$ cat src/design/alu_pkg.sv
// ####################################################################
// operation, condition and command word definitions for the lanes
// shared by dispatch, exec lanes and the testbench model
// ####################################################################
package alu_pkg;

  localparam int DATA_W  = 32;
  localparam int MUL_LAT = 4;  // issue edge to done edge
  localparam int ALU_LAT = 2;

  // flag bit positions in the 4-bit flags word
  localparam int FLAG_C = 3;
  localparam int FLAG_V = 2;
  localparam int FLAG_N = 1;
  localparam int FLAG_Z = 0;

  // sxt_mode encodings
  localparam logic [1:0] SXT_BYTE = 2'd0;
  localparam logic [1:0] SXT_HALF = 2'd1;
  localparam logic [1:0] SXT_SWAP = 2'd2;
  localparam logic [1:0] SXT_PASS = 2'd3;

  typedef enum logic [3:0] {
    OP_ADD   = 4'd0,
    OP_SUB   = 4'd1,
    OP_ADC   = 4'd2,
    OP_AND   = 4'd3,
    OP_OR    = 4'd4,
    OP_XOR   = 4'd5,
    OP_SLL   = 4'd6,
    OP_SRL   = 4'd7,
    OP_SRA   = 4'd8,
    OP_SXT   = 4'd9,
    OP_MOVI  = 4'd10,
    OP_MUL   = 4'd11,
    OP_MULHU = 4'd12
  } op_e;

  typedef enum logic [3:0] {
    COND_Z      = 4'd0,
    COND_NZ     = 4'd1,
    COND_C      = 4'd2,
    COND_NC     = 4'd3,
    COND_N      = 4'd4,
    COND_NN     = 4'd5,
    COND_V      = 4'd6,
    COND_NV     = 4'd7,
    COND_HI     = 4'd8,   // c and not z
    COND_LS     = 4'd9,
    COND_GE     = 4'd10,
    COND_LT     = 4'd11,
    COND_GT     = 4'd12,
    COND_LE     = 4'd13,
    COND_ALWAYS = 4'd14,
    COND_NEVER  = 4'd15
  } cond_e;

  typedef struct packed {
    logic signed [15:0] imm;
  } imm_view_t;

  typedef struct packed {
    logic [13:0] unused;
    logic [1:0]  sxt_mode;
  } ext_view_t;

  // same 16 payload bits, decoded per op
  typedef union packed {
    imm_view_t imm;
    ext_view_t ext;
  } payload_u;

  typedef struct packed {
    op_e        op;        // 31:28
    cond_e      cond;      // 27:24
    logic [3:0] flags_in;  // 23:20
    logic       use_imm;   // 19
    logic [2:0] spare;     // 18:16
    payload_u   payload;   // 15:0
  } cmd_t;

  function automatic logic cond_pass(cond_e cond, logic [3:0] flags);
    logic c;
    logic v;
    logic n;
    logic z;
    c = flags[FLAG_C];
    v = flags[FLAG_V];
    n = flags[FLAG_N];
    z = flags[FLAG_Z];
    case (cond)
      COND_Z:      cond_pass = z;
      COND_NZ:     cond_pass = !z;
      COND_C:      cond_pass = c;
      COND_NC:     cond_pass = !c;
      COND_N:      cond_pass = n;
      COND_NN:     cond_pass = !n;
      COND_V:      cond_pass = v;
      COND_NV:     cond_pass = !v;
      COND_HI:     cond_pass = c && !z;
      COND_LS:     cond_pass = !c || z;
      COND_GE:     cond_pass = n == v;
      COND_LT:     cond_pass = n != v;
      COND_GT:     cond_pass = !z && (n == v);
      COND_LE:     cond_pass = z || (n != v);
      COND_ALWAYS: cond_pass = 1'b1;
      default:     cond_pass = 1'b0;
    endcase
  endfunction

endpackage

$ cat src/design/bus_pkg.sv
// ####################################################################
// Wishbone register map and status word layout of the cluster
// ####################################################################
package bus_pkg;

  localparam int BUS_W = 32;
  localparam int ADR_W = 3;

  localparam logic [ADR_W-1:0] ADR_OPA    = 3'd0;
  localparam logic [ADR_W-1:0] ADR_OPB    = 3'd1;
  localparam logic [ADR_W-1:0] ADR_CMD    = 3'd2;  // write launches the op
  localparam logic [ADR_W-1:0] ADR_RESULT = 3'd3;
  localparam logic [ADR_W-1:0] ADR_STATUS = 3'd4;  // read pops when valid

  // status word bit positions
  localparam int ST_VALID    = 0;
  localparam int ST_TAKEN    = 1;
  localparam int ST_FLAGS_LO = 2;  // flags in 5:2
  localparam int ST_TAG_LO   = 6;

endpackage

$ cat src/design/op_dispatch.sv
// ####################################################################
// Wishbone classic slave in front of the lanes: stages operands,
// issues commands round-robin with sequential tags, pops results
// ####################################################################
`timescale 1ns/100ps

module op_dispatch #(
  parameter int N_LANES   = 4,
  parameter int ROB_DEPTH = 8
) (
  input  logic                          clk,
  input  logic                          rst,
  input  logic                          cyc,
  input  logic                          stb,
  input  logic                          we,
  input  logic [bus_pkg::ADR_W-1:0]     adr,
  input  logic [bus_pkg::BUS_W-1:0]     dat_w,
  output logic [bus_pkg::BUS_W-1:0]     dat_r,
  output logic                          ack,
  output logic [N_LANES-1:0]            issue,
  output alu_pkg::cmd_t                 cmd,
  output logic [bus_pkg::BUS_W-1:0]     opa,
  output logic [bus_pkg::BUS_W-1:0]     opb,
  output logic [$clog2(ROB_DEPTH)-1:0]  tag,
  input  logic [N_LANES-1:0]            lane_busy,
  output logic                          pop,
  input  logic                          head_valid,
  input  logic [bus_pkg::BUS_W-1:0]     head_result,
  input  logic [bus_pkg::BUS_W-1:0]     head_status
);

  localparam int TAG_W = $clog2(ROB_DEPTH);
  localparam int PTR_W = (N_LANES > 1) ? $clog2(N_LANES) : 1;

  logic             req;
  logic             is_cmd;
  logic             cmd_ready;
  logic             accept;
  logic [PTR_W-1:0] lane_ptr;
  logic [TAG_W:0]   outstanding;

  assign req       = cyc && stb && !ack;
  assign is_cmd    = we && (adr == bus_pkg::ADR_CMD);
  // hold off CMD ack while target lane busy or reorder slots all taken
  assign cmd_ready = !lane_busy[lane_ptr] && (outstanding < (TAG_W+1)'(ROB_DEPTH));
  assign accept    = req && (!is_cmd || cmd_ready);

  always_ff @(posedge clk) begin
    if (rst) begin
      ack         <= 1'b0;
      issue       <= '0;
      pop         <= 1'b0;
      lane_ptr    <= '0;
      tag         <= '0;
      outstanding <= '0;
    end else begin
      ack   <= accept;
      issue <= (accept && is_cmd) ? N_LANES'(1) << lane_ptr : '0;
      pop   <= accept && !we && (adr == bus_pkg::ADR_STATUS) && head_valid;
      if (|issue) begin  // lane samples tag with this strobe
        tag      <= tag + 1'b1;
        lane_ptr <= (lane_ptr == PTR_W'(N_LANES - 1)) ? '0 : lane_ptr + 1'b1;
      end
      case ({|issue, pop})
        2'b10:   outstanding <= outstanding + 1'b1;
        2'b01:   outstanding <= outstanding - 1'b1;
        default: outstanding <= outstanding;
      endcase
    end
  end

  // staging registers and read data
  always_ff @(posedge clk) begin
    if (accept && we) begin
      case (adr)
        bus_pkg::ADR_OPA: opa <= dat_w;
        bus_pkg::ADR_OPB: opb <= dat_w;
        bus_pkg::ADR_CMD: cmd <= alu_pkg::cmd_t'(dat_w);
        default: ;
      endcase
    end
    if (accept && !we) begin
      case (adr)
        bus_pkg::ADR_RESULT: dat_r <= head_result;
        bus_pkg::ADR_STATUS: dat_r <= head_status;
        default:             dat_r <= '0;
      endcase
    end
  end

endmodule

$ cat config.mk
export PLATFORM = sky130hd
export DESIGN_NAME = op_dispatch
export DESIGN_NICKNAME = d
export VERILOG_FILES = /design/src/design/alu_pkg.sv /design/src/design/bus_pkg.sv /design/src/design/op_dispatch.sv
export SDC_FILE = /design/constraint.sdc
export NUM_CORES = 1
export LEC_CHECK = 0
export ABC_CLOCK_PERIOD_IN_PS = 7300
export BUFFER_PORTS_ARGS = -buffer_cell sky130_fd_sc_hd__buf_2
export CORE_ASPECT_RATIO = 0.75
export CORE_MARGIN = 2
export CORE_UTILIZATION = 45
export CTS_CLUSTER_DIAMETER = 100
export CTS_CLUSTER_SIZE = 28
export DETAILED_ROUTE_END_ITERATION = 8
export HOLD_SLACK_MARGIN = 0.05
export PLACE_DENSITY = 0.88
export SYNTH_ARGS = -nofsm -noshare
export SYNTH_HDL_FRONTEND = slang
export SYNTH_SLANG_ARGS = --single-unit
$ cat constraint.sdc
create_clock -name clk -period 7.3 [get_ports clk]
set_input_delay 1.095 -clock clk [delete_from_list [all_inputs] [get_ports clk]]
set_output_delay 1.095 -clock clk [all_outputs]
set_load 0.01 [all_outputs]
==> results.tsv <==
stage	metric	value	unit
sta	Max Clock Freq	371	MHz
min_path	Hold Crit Start	lane_ptr[1]	
power_and_ir_drop	cell leakage power	0.00286	uW
power_and_ir_drop	Int Pwr	1480	uW
critical_path	RR Startpoint	issue[1]	
die	area of the core	10500	um^2
global_route	total gr overflow	0	
synth	number of synthesized register bits	143	
layout	most frequent cells in the layout	buf_2, edfxtp_1, a22o_1	
synth	total of warnings raised by yosys	0	
clock_tree	Worst-path clk slew	0.06	ns
layout	nets	620	
power_and_ir_drop	Power per Cell Area	268	nW/um^2
detailed_routing	drt total wl	11700	um
critical_path	CP max FO	8	
power_and_ir_drop	Gate power share	4.0	%
power_and_ir_drop	sw frac	20.2	%
clock_tree	Hold Buf Count CTS	0	
critical_path	critical path startpoint	issue[1]	
detailed_routing	ANT nets after route	0	
layout	final std cells w/o fill	656	
critical_path	Critical Path RT	7.60	ns
placed_design	PortBufs	245	
die	Die Ht	94.5	um
global_route	largest net degree at the start of global routing	34	
synth	synthesized-area fraction occupied by adder cells	1.27	%
clock_tree	# resized after CTS	0	
die	Initial Utilization	47.0	%
critical_path	Crit. End Element	flip-flop	
detailed_routing	initial drt markers	213	
synth	sequential-to-total area share from yosys stat	84.4	%
clock_tree	CTS tree	yes	
global_route	vias in the first global route	3297	
placed_design	DP Worst Slack	4.37	ns
detailed_routing	Post-route DRC	0	
layout	commonest non-fill, non-tap cell in the layout	buf_2	
placed_design	GPL Wtd Cong	0.782	
critical_path	Reg2Reg Depth	5	
synth	cell count after synthesis	246	
critical_path	CP max stage delay	0.83	ns
power_and_ir_drop	sequential share of power	48.7	%
clock_tree	# H-tree levels	4	
synth	mux cell area share after synthesis	1.30	%
critical_path	CP Cell Sequence	nor4_2, ha_1, or3_1, o32ai_1, mux2_2	
die	chip width	125	um
synth	Net Count, Synth	360	
layout	Final Util	66.4	%
synth	simple-gate area share of the yosys netlist	4.59	%
sta	Worst Tran Pin Value	1.19	ns
clock_tree	CTS Root Cell	clkbuf_16	
clock_tree	Clock Tree Buf Depth	2	
synth	Compound-Gate Fraction of Synth Area	6.63	%
synth	largest family of logic cells by synthesized area	compound AO/OA/AOI/OAI gates	
synth	Avg Inst Size Synth	20.0	um^2
power_and_ir_drop	Clk pwr share	47.3	%
layout	Area Growth Syn to Fin	41.4	%
synth	Netlist Area Pre-Place	4910	um^2
sta	setup TNS	0	ns
critical_path	type of origin of the critical path	flip-flop	
sta	RSZ-0062 raised after global routing	false	
global_route	first-pass GRT wire length	17200	um
die	Top-Level Pins	246	
die	# rows	32	
power_and_ir_drop	peak supply drop	199	uV
status	status	completed	
sta	final period utilization	36.9	%
critical_path	Crit Path Class	flip-flop to flip-flop	
critical_path	cell family with most CP delay	simple AND/OR/NAND/NOR gates	
min_path	worst hold path cell count	2	
critical_path	Crit. path cell count	5	
power_and_ir_drop	P_sw	376	uW
placed_design	Final HPWL DP	8580	um
detailed_routing	Routed wire per std cell	17.8	um
critical_path	Max stage delay cell, worst path	nor4_2	
detailed_routing	DR pass1 iterations	4	
clock_tree	Post-CTS Setup Bufs	0	
detailed_routing	drt via density	5.00	
critical_path	CP arrival	2.99	ns
global_route	initial antenna violation count	3	
sta	clk_skew	0.00946	ns
layout	post-route cell area	6940	um^2
min_path	Hold Path Class	flip-flop to flip-flop	
critical_path	R2R Setup Slk	4.61	ns
placed_design	DP Area	6330	um^2
clock_tree	Num Clock Sinks	143	
sta	final setup margin	4.61	ns
synth	distinct cell type count after synthesis	33	
die	die area	11800	um^2
detailed_routing	vias	3282	
clock_tree	Clk Latency, worst-skew pair	0.41	ns
global_route	Tot GR Track Use	19.7	%
synth	post-synthesis xor/xnor area fraction	0.892	%
clock_tree	CTS Buf Count	17	
flow_run	max_cap viols	0	
placed_design	Post-Place Cells	623	
sta	Final Critical Period	2.69	ns
layout	layout cell share with drive strength beyond 1	56.1	%
sta	Slew Limit Fails	0	
sta	relative slew slack	20.4	%
sta	Final Hold Vio Count	0	
critical_path	worst path bufs/invs	0	
sta	Final Setup Violations	0	
through the flow:
stage	hold slack (ns)	power (uW)
detailed placement	0.514	996
floorplan	0.480	947
CTS	0.537	1870
global placement	0.494	993
global route	0.576	1920
finish	0.541	1860
sequential cells by signal, indices dropped and copies added, names as in the netlist:
| register | count |
|---|---|
| ack | 1 |
| pop | 1 |
| issue | 4 |
| outstanding | 4 |
| opb | 32 |
| opa | 32 |
| tag | 3 |
| cmd | 32 |
| dat_r | 32 |
| lane_ptr | 2 |
synth_stat cells:
cell | number | share of area, %
dfxtp_1 | 15 | 6.1
nor3b_1 | 2 | 0.31
buf_6 | 1 | 0.23
nand4bb_1 | 1 | 0.23
or2_1 | 1 | 0.13
nor4_1 | 2 | 0.25
or2b_1 | 1 | 0.15
o21ai_0 | 1 | 0.10
mux4_2 | 1 | 0.46
a31oi_1 | 1 | 0.13
inv_1 | 1 | 0.076
nand2_1 | 1 | 0.076
nor2_1 | 10 | 0.76
o32ai_1 | 1 | 0.18
nor2b_1 | 5 | 0.64
or3_1 | 3 | 0.38
xor2_1 | 4 | 0.71
ha_1 | 5 | 1.3
or2_2 | 1 | 0.13
xnor2_1 | 1 | 0.18
nand3_1 | 1 | 0.10
nand2b_1 | 1 | 0.13
nor4bb_1 | 1 | 0.20
nand3b_1 | 1 | 0.15
mux2i_1 | 3 | 0.61
clkbuf_1 | 8 | 0.61
or3b_2 | 1 | 0.18
a22o_1 | 32 | 5.7
edfxtp_1 | 128 | 78
nor3_1 | 5 | 0.51
nor4_2 | 1 | 0.25
mux2_2 | 1 | 0.23
a21oi_1 | 5 | 0.51
worst paths after layout:
kind	endpoint
worst min register to register	issue[2]
worst min-delay path	issue[2]
worst max register to register	outstanding[3]
worst max-delay path	outstanding[3]
worst min-delay path: stages (launching register included):
cell and delay, ns:
dfxtp_1 0.37, nand2b_1 0.09, nor4_1 0.04
layer usage:
metal	routed length [um]	global-route usage [%]
met1	4410	21.4
met4	145	7.87
met3	1110	7.93
met5	13	0
met2	6000	35.0
kinds of logic after synthesis:
family / after synthesis
adder cells (fa/ha/maj): 5
AO/OA/AOI/OAI: 40
multiplexers: 5
flip-flops: 143
XOR/XNOR: 5
buffers and inverters: 10
AND/OR/NAND/NOR: 38
power groups by stage:
| stage | Sequential [uW] | Clock [uW] | Combinational [uW] |
|---|---|---|---|
| final | 905 | 878 | 74.4 |
| after global placement | 921 | 0 | 71.5 |
| after global routing | 905 | 930 | 81.2 |
| after floorplan | 928 | 0 | 19.1 |
| after CTS | 905 | 893 | 74.7 |
| after detailed placement | 922 | 0 | 74.6 |
area by class of cell:
cell class / count / area (um^2)
clock inverter: 14 / 181
multi-input combinational: 93 / 746
fill: 724 / 3510
clock buffer: 18 / 429
sequential: 143 / 4140
tap: 136 / 170
timing repair buffer: 250 / 1260
inverter: 1 / 3.75
antenna: 1 / 2.50
Power figures use the tool's default switching activity.
