## config.mk

```make
export PLATFORM = sky130hd
export DESIGN_NAME = exec_lane
export DESIGN_NICKNAME = d
export VERILOG_FILES = /design/src/design/alu_pkg.sv /design/src/design/exec_lane.sv
export SDC_FILE = /design/constraint.sdc
export NUM_CORES = 2
export LEC_CHECK = 0
export ABC_AREA = 1
export BUFFER_PORTS_ARGS = -buffer_cell sky130_fd_sc_hd__buf_4
export CAP_MARGIN = 0
export CORE_ASPECT_RATIO = 0.5
export CORE_MARGIN = 4
export CORE_UTILIZATION = 25
export CTS_BUF_LIST = sky130_fd_sc_hd__clkbuf_4 sky130_fd_sc_hd__clkbuf_8 sky130_fd_sc_hd__clkbuf_16
export DETAILED_ROUTE_END_ITERATION = 16
export PLACE_DENSITY = 0.39
export SLEW_MARGIN = 10
export SYNTH_ARGS = -nofsm -noshare
export SYNTH_HDL_FRONTEND = slang
export SYNTH_SLANG_ARGS = --single-unit
```

## constraint.sdc

```tcl
create_clock -name clk -period 9.6 [get_ports clk]
set_input_delay 1.92 -clock clk [delete_from_list [all_inputs] [get_ports clk]]
set_output_delay 1.92 -clock clk [all_outputs]
set_load 0.01 [all_outputs]
```

## src/design/alu_pkg.sv

```systemverilog
// ####################################################################
// operation, condition and command word definitions for the lanes
// shared by dispatch, exec lanes and the testbench model
// ####################################################################
package alu_pkg;

  localparam int DATA_W  = 32;
  localparam int MUL_LAT = 4;  // issue edge to done edge
  localparam int ALU_LAT = 2;

  // flag bit positions in the 4-bit flags word
  localparam int FLAG_C = 3;
  localparam int FLAG_V = 2;
  localparam int FLAG_N = 1;
  localparam int FLAG_Z = 0;

  // sxt_mode encodings
  localparam logic [1:0] SXT_BYTE = 2'd0;
  localparam logic [1:0] SXT_HALF = 2'd1;
  localparam logic [1:0] SXT_SWAP = 2'd2;
  localparam logic [1:0] SXT_PASS = 2'd3;

  typedef enum logic [3:0] {
    OP_ADD   = 4'd0,
    OP_SUB   = 4'd1,
    OP_ADC   = 4'd2,
    OP_AND   = 4'd3,
    OP_OR    = 4'd4,
    OP_XOR   = 4'd5,
    OP_SLL   = 4'd6,
    OP_SRL   = 4'd7,
    OP_SRA   = 4'd8,
    OP_SXT   = 4'd9,
    OP_MOVI  = 4'd10,
    OP_MUL   = 4'd11,
    OP_MULHU = 4'd12
  } op_e;

  typedef enum logic [3:0] {
    COND_Z      = 4'd0,
    COND_NZ     = 4'd1,
    COND_C      = 4'd2,
    COND_NC     = 4'd3,
    COND_N      = 4'd4,
    COND_NN     = 4'd5,
    COND_V      = 4'd6,
    COND_NV     = 4'd7,
    COND_HI     = 4'd8,   // c and not z
    COND_LS     = 4'd9,
    COND_GE     = 4'd10,
    COND_LT     = 4'd11,
    COND_GT     = 4'd12,
    COND_LE     = 4'd13,
    COND_ALWAYS = 4'd14,
    COND_NEVER  = 4'd15
  } cond_e;

  typedef struct packed {
    logic signed [15:0] imm;
  } imm_view_t;

  typedef struct packed {
    logic [13:0] unused;
    logic [1:0]  sxt_mode;
  } ext_view_t;

  // same 16 payload bits, decoded per op
  typedef union packed {
    imm_view_t imm;
    ext_view_t ext;
  } payload_u;

  typedef struct packed {
    op_e        op;        // 31:28
    cond_e      cond;      // 27:24
    logic [3:0] flags_in;  // 23:20
    logic       use_imm;   // 19
    logic [2:0] spare;     // 18:16
    payload_u   payload;   // 15:0
  } cmd_t;

  function automatic logic cond_pass(cond_e cond, logic [3:0] flags);
    logic c;
    logic v;
    logic n;
    logic z;
    c = flags[FLAG_C];
    v = flags[FLAG_V];
    n = flags[FLAG_N];
    z = flags[FLAG_Z];
    case (cond)
      COND_Z:      cond_pass = z;
      COND_NZ:     cond_pass = !z;
      COND_C:      cond_pass = c;
      COND_NC:     cond_pass = !c;
      COND_N:      cond_pass = n;
      COND_NN:     cond_pass = !n;
      COND_V:      cond_pass = v;
      COND_NV:     cond_pass = !v;
      COND_HI:     cond_pass = c && !z;
      COND_LS:     cond_pass = !c || z;
      COND_GE:     cond_pass = n == v;
      COND_LT:     cond_pass = n != v;
      COND_GT:     cond_pass = !z && (n == v);
      COND_LE:     cond_pass = z || (n != v);
      COND_ALWAYS: cond_pass = 1'b1;
      default:     cond_pass = 1'b0;
    endcase
  endfunction

endpackage

```

## src/design/exec_lane.sv

```systemverilog
// ####################################################################
// one execution lane: condition check, ALU ops in ALU_LAT cycles,
// multiply in MUL_LAT cycles with busy held while it is in flight
// ####################################################################
`timescale 1ns/100ps

module exec_lane #(
  parameter int ROB_DEPTH = 8
) (
  input  logic                          clk,
  input  logic                          rst,
  input  logic                          issue,
  input  alu_pkg::cmd_t                 cmd,
  input  logic [alu_pkg::DATA_W-1:0]    opa,
  input  logic [alu_pkg::DATA_W-1:0]    opb,
  input  logic [$clog2(ROB_DEPTH)-1:0]  tag,
  output logic                          busy,
  output logic                          done,
  output logic [alu_pkg::DATA_W-1:0]    result,
  output logic [3:0]                    flags_out,
  output logic                          cond_taken,
  output logic [$clog2(ROB_DEPTH)-1:0]  tag_out
);

  localparam int TAG_W = $clog2(ROB_DEPTH);
  localparam int DW    = alu_pkg::DATA_W;
  localparam int PW    = TAG_W + 1 + 4 + DW;  // {tag, taken, flags, result}
  localparam int AD    = alu_pkg::ALU_LAT - 1;
  localparam int MD    = alu_pkg::MUL_LAT - 1;

  logic [DW-1:0]    opb_res;
  logic             is_mul;
  logic             s0_v;
  logic             s0_mul;
  logic             s0_taken;
  alu_pkg::op_e     s0_op;
  logic [1:0]       s0_sxt;
  logic [3:0]       s0_flags;
  logic [DW-1:0]    s0_a;
  logic [DW-1:0]    s0_b;
  logic [TAG_W-1:0] s0_tag;
  logic [DW-1:0]    b_add;
  logic             cin_add;
  logic [DW:0]      sum;
  logic [2*DW-1:0]  prod;
  logic [DW-1:0]    raw;
  logic             c_raw;
  logic             v_raw;
  logic [3:0]       flags_new;
  logic [PW-1:0]    exe_word;
  logic [AD-1:0]    alu_v;
  logic [PW-1:0]    alu_d [AD];
  logic [MD-1:0]    mul_v;
  logic [PW-1:0]    mul_d [MD];

  assign opb_res = cmd.use_imm ?
                   {{(DW-16){cmd.payload.imm.imm[15]}}, cmd.payload.imm.imm} : opb;
  assign is_mul  = (cmd.op == alu_pkg::OP_MUL) || (cmd.op == alu_pkg::OP_MULHU);

  always_ff @(posedge clk) begin
    if (rst) s0_v <= 1'b0;
    else     s0_v <= issue;
  end

  always_ff @(posedge clk) begin
    if (issue) begin
      s0_mul   <= is_mul;
      s0_op    <= cmd.op;
      s0_taken <= alu_pkg::cond_pass(cmd.cond, cmd.flags_in);
      s0_flags <= cmd.flags_in;
      s0_sxt   <= cmd.payload.ext.sxt_mode;  // only meaningful for SXT
      s0_a     <= opa;
      s0_b     <= opb_res;
      s0_tag   <= tag;
    end
  end

  always_comb begin
    b_add   = (s0_op == alu_pkg::OP_SUB) ? ~s0_b : s0_b;
    cin_add = (s0_op == alu_pkg::OP_SUB) ||
              ((s0_op == alu_pkg::OP_ADC) && s0_flags[alu_pkg::FLAG_C]);
    sum     = {1'b0, s0_a} + {1'b0, b_add} + (DW+1)'(cin_add);
    prod    = s0_a * s0_b;
    c_raw   = 1'b0;
    v_raw   = 1'b0;
    case (s0_op)
      alu_pkg::OP_ADD, alu_pkg::OP_SUB, alu_pkg::OP_ADC: begin
        raw   = sum[DW-1:0];
        c_raw = sum[DW];  // sub: set when no borrow
        v_raw = (s0_a[DW-1] == b_add[DW-1]) && (raw[DW-1] != s0_a[DW-1]);
      end
      alu_pkg::OP_AND:   raw = s0_a & s0_b;
      alu_pkg::OP_OR:    raw = s0_a | s0_b;
      alu_pkg::OP_XOR:   raw = s0_a ^ s0_b;
      alu_pkg::OP_SLL:   raw = s0_a << s0_b[4:0];
      alu_pkg::OP_SRL:   raw = s0_a >> s0_b[4:0];
      alu_pkg::OP_SRA:   raw = $signed(s0_a) >>> s0_b[4:0];
      alu_pkg::OP_SXT: begin
        case (s0_sxt)
          alu_pkg::SXT_BYTE: raw = {{(DW-8){s0_a[7]}}, s0_a[7:0]};
          alu_pkg::SXT_HALF: raw = {{(DW-16){s0_a[15]}}, s0_a[15:0]};
          alu_pkg::SXT_SWAP: raw = {s0_a[7:0], s0_a[15:8], s0_a[23:16], s0_a[31:24]};
          default:           raw = s0_a;
        endcase
      end
      alu_pkg::OP_MOVI:  raw = s0_b;
      alu_pkg::OP_MUL:   raw = prod[DW-1:0];
      alu_pkg::OP_MULHU: raw = prod[2*DW-1:DW];
      default:           raw = s0_a;
    endcase
    flags_new                 = '0;
    flags_new[alu_pkg::FLAG_C] = c_raw;
    flags_new[alu_pkg::FLAG_V] = v_raw;
    flags_new[alu_pkg::FLAG_N] = raw[DW-1];
    flags_new[alu_pkg::FLAG_Z] = (raw == '0);
    // failed condition passes A and the incoming flags through
    if (s0_taken) exe_word = {s0_tag, 1'b1, flags_new, raw};
    else          exe_word = {s0_tag, 1'b0, s0_flags, s0_a};
  end

  always_ff @(posedge clk) begin
    if (rst) begin
      alu_v <= '0;
      mul_v <= '0;
      busy  <= 1'b0;
      done  <= 1'b0;
    end else begin
      alu_v <= AD'({alu_v, s0_v && !s0_mul});
      mul_v <= MD'({mul_v, s0_v && s0_mul});
      done  <= alu_v[AD-1] || mul_v[MD-1];
      if (issue && is_mul)  busy <= 1'b1;
      else if (mul_v[MD-1]) busy <= 1'b0;  // drops with the mul's done
    end
  end

  always_ff @(posedge clk) begin
    alu_d[0] <= exe_word;
    mul_d[0] <= exe_word;
    for (int i = 1; i < AD; i++) alu_d[i] <= alu_d[i-1];
    for (int i = 1; i < MD; i++) mul_d[i] <= mul_d[i-1];
    {tag_out, cond_taken, flags_out, result} <= mul_v[MD-1] ? mul_d[MD-1] : alu_d[AD-1];
  end

endmodule

```

==> qor.yml <==
drt:
  postRouteAntennaNets: 0
  m1WireLength_microns: 111000
  vias_per_cell: 4.54
  dr.pass1.iters: 8
  drt_iter0_markers: 3984
  dr.max_layer_used: "met5"
  wl_met3_microns: 13100
  via_count: 46000
  routedWlPerCell_microns: 22.2
  detail_route.drc_violations: 0
  postRouteWirelength_microns: 225000
  met2_length_microns: 96100
yosys:
  synth_edf_count: 79
  syn_area_sq_um: 52500
  synthesis.nets: 8733
  synth-seq-area-share_pct: 10.9
  synth.distinct_cells: 58
  synth_seq_cells: 246
  yosys_warnings: 0
  syn_area_per_cell_sq_um: 7.11
  synth_ff_type: "dfxtp_1"
  async_flop_share_pct: 0
  netlist_instances: 7374
clocking:
  numCtsBuffers: 28
  cts_htree_levels: 1
  clock-sinks: 246
  cts_max_path_buffers: 3
  clkTransAtPathRegs_ns: 0.06
  cts-resized-gates: 0
  insertion_delay_ns: 0.64
  cts_tree: "yes"
  post_cts_buffers: 0
  cts_root_buf: "clkbuf_16"
  holdBufCountCts: 0
cells_and_area:
  mostFrequentLayoutCells: "nand2_1, inv_1, fa_1, nand3_1, ha_1"
  drive_gt1_share_pct: 5.67
  syn_to_final_growth_pct: 10.6
  layout_commonest_cell: "nand2_1"
  nets: 8712
setup_path:
  endpoint: "alu_d[0][32]$_DFF_P_"
  start_kind: "flip-flop"
  path_common_cell: "nand2_1"
  timing.rr.end: "alu_d[0][32]$_DFF_P_"
  crit_path_max_incr_delay_ns: 0.93
  path_class: "reg2reg"
  r2r_setup_slack_ns: 0.84
  worst_ep_required_time_ns: 10.12
  slowest_stage: "edfxtp_1"
  arrival_ns: 9.29
  crit_start: "s0_a[7]$_DFFE_PP_"
  r2r_start: "s0_a[7]$_DFFE_PP_"
  endpoint_kind: "flip-flop"
  r2r_cells: 34
  cp_max_fo: 12
place:
  hpwl_microns: 183000
  gp_congestion: 0.990
  port-buffer-count: 140
sta:
  worst_pin_slew_ns: 1.06
  final.setup.tns_ns: 0
  slew_headroom_pct: 28.9
  rsz0062_at_grt: "false"
  period_minus_slack_ns: 8.76
  setup-violations-final: 0
  hold_viol_final: 0
  fin_skew_ns: 0.0725
  slew_violations: 0
  fmax_ghz: 0.114
  fin_crit_sh_pct: 91.3
global_routing:
  grt_max_degree: 94
  overflow: 0
  grt_usage_pct: 20.4
  antenna_found_initial: 11
  grt_pass1_vias: 45900
  grt_pass1_wl_microns: 328000
run:
  max_cap_viol_count: 0
die:
  die_x_microns: 656
  die_y_microns: 332
  coreArea_sq_um: 208000
  start_util_pct: 25.2
  dieArea_sq_um: 218000
  ios: 144
  rows: 118
min_path:
  hp-class: "reg2reg"
outcome:
  run_status: "completed"
[worst min-delay path by stage]
stage / start / endpoint / slack, ns / cells past startpoint
after detailed placement: mul_d[0][41]$_DFF_P_ / mul_d[0][81]$_DFF_P_ / 0.31 / 0
after floorplan: mul_d[0][60]$_DFF_P_ / mul_d[0][100]$_DFF_P_ / 0.31 / 0
final: mul_d[0][43]$_DFF_P_ / mul_d[0][83]$_DFF_P_ / 0.32 / 0
after global routing: mul_d[0][41]$_DFF_P_ / mul_d[0][81]$_DFF_P_ / 0.33 / 0
after global placement: mul_d[0][48]$_DFF_P_ / mul_d[0][88]$_DFF_P_ / 0.31 / 0
after CTS: mul_d[0][41]$_DFF_P_ / mul_d[0][81]$_DFF_P_ / 0.32 / 0
[Yosys cell counts, drive strengths merged, types with 15 or more instances]
library cell     n  area share, %
inv           1892             14
buf             80           0.82
a21oi          146            1.4
o211ai          20           0.29
o21ai          150            1.4
nand3b          29           0.41
nor2           362            2.7
fa             898             34
nand4           52           0.62
edfxtp          79            4.5
mux2            15           0.32
xor2            36           0.60
nand3          521            5.0
dfxtp          167            6.4
nand2         2211             16
clkbuf         258            1.9
ha             359            8.6
[cells by family (layout without fill, tap and decap cells)]
| kind of cell | Yosys count | in the layout | share of synthesized area, % |
|---|---|---|---|
| AOI/OAI and AO/OA | 363 | 363 | 3.80 |
| xor gates and xnor gates | 42 | 42 | 0.701 |
| adders and majority gates | 1257 | 1257 | 42.8 |
| buffers and inverters | 2234 | 2235 | 16.3 |
| DFF | 246 | 246 | 10.9 |
| muxes | 15 | 15 | 0.322 |
| other | 0 | 4 | 0 |
| and+or+nand+nor | 3217 | 3217 | 25.2 |
[flip-flops by register name, indices dropped and copies added, names as in the netlist]
register    count
s0_a           32
s0_taken        1
alu_v           1
s0_tag          3
s0_v            1
mul_d          81
mul_v           3
s0_flags        4
result         32
tag_out         3
cond_taken      1
s0_b           32
flags_out       4
s0_mul          1
done            1
s0_sxt          2
s0_op           4
busy            1
alu_d          39
[stage by stage]
stage               hold WS (ns)  instances  utilization (%)  worst slack (ns)  cell area, sq um
finish                     0.321      10100             27.9             0.838             58000
global route               0.327      10100             27.9             0.519             58000
CTS                        0.321      10100             27.9             0.972             58000
detailed placement         0.312      10100             27.5              1.07             57100
global placement           0.310      10100             27.5              1.04             57100
floorplan                  0.310       7374                -              2.35             52500
[worst max-delay path, delay by kind of cell (launching register included)]
kind          cells  cell delay, ns
fa+ha+maj         9            3.75
simple gates     19            3.20
flops             1            0.93
buf+inv           6            0.74
[layer usage]
| layer | vias to the layer above | track usage [%] |
|---|---|---|
| met3 | 170 | 1.73 |
| met1 | 23000 | 31.2 |
| met5 | - | 0 |
| met4 | 4 | 3.54 |
| li1 | 21500 | - |
| met2 | 1373 | 31.2 |
[final cells by class]
class / instances / area (sq um)
diodes: 4 / 10.0
inverters: 1893 / 7110
flip-flops and latches: 246 / 5720
well taps: 2760 / 3450
fillers: 23100 / 150000
multi-input cells: 4894 / 38200
clock buffers: 37 / 781
clock inverters: 15 / 131
repair buffers: 290 / 2620
Power is not shown: default switching activity piles up to over one toggle a cycle in this logic, so the estimate is an artifact.
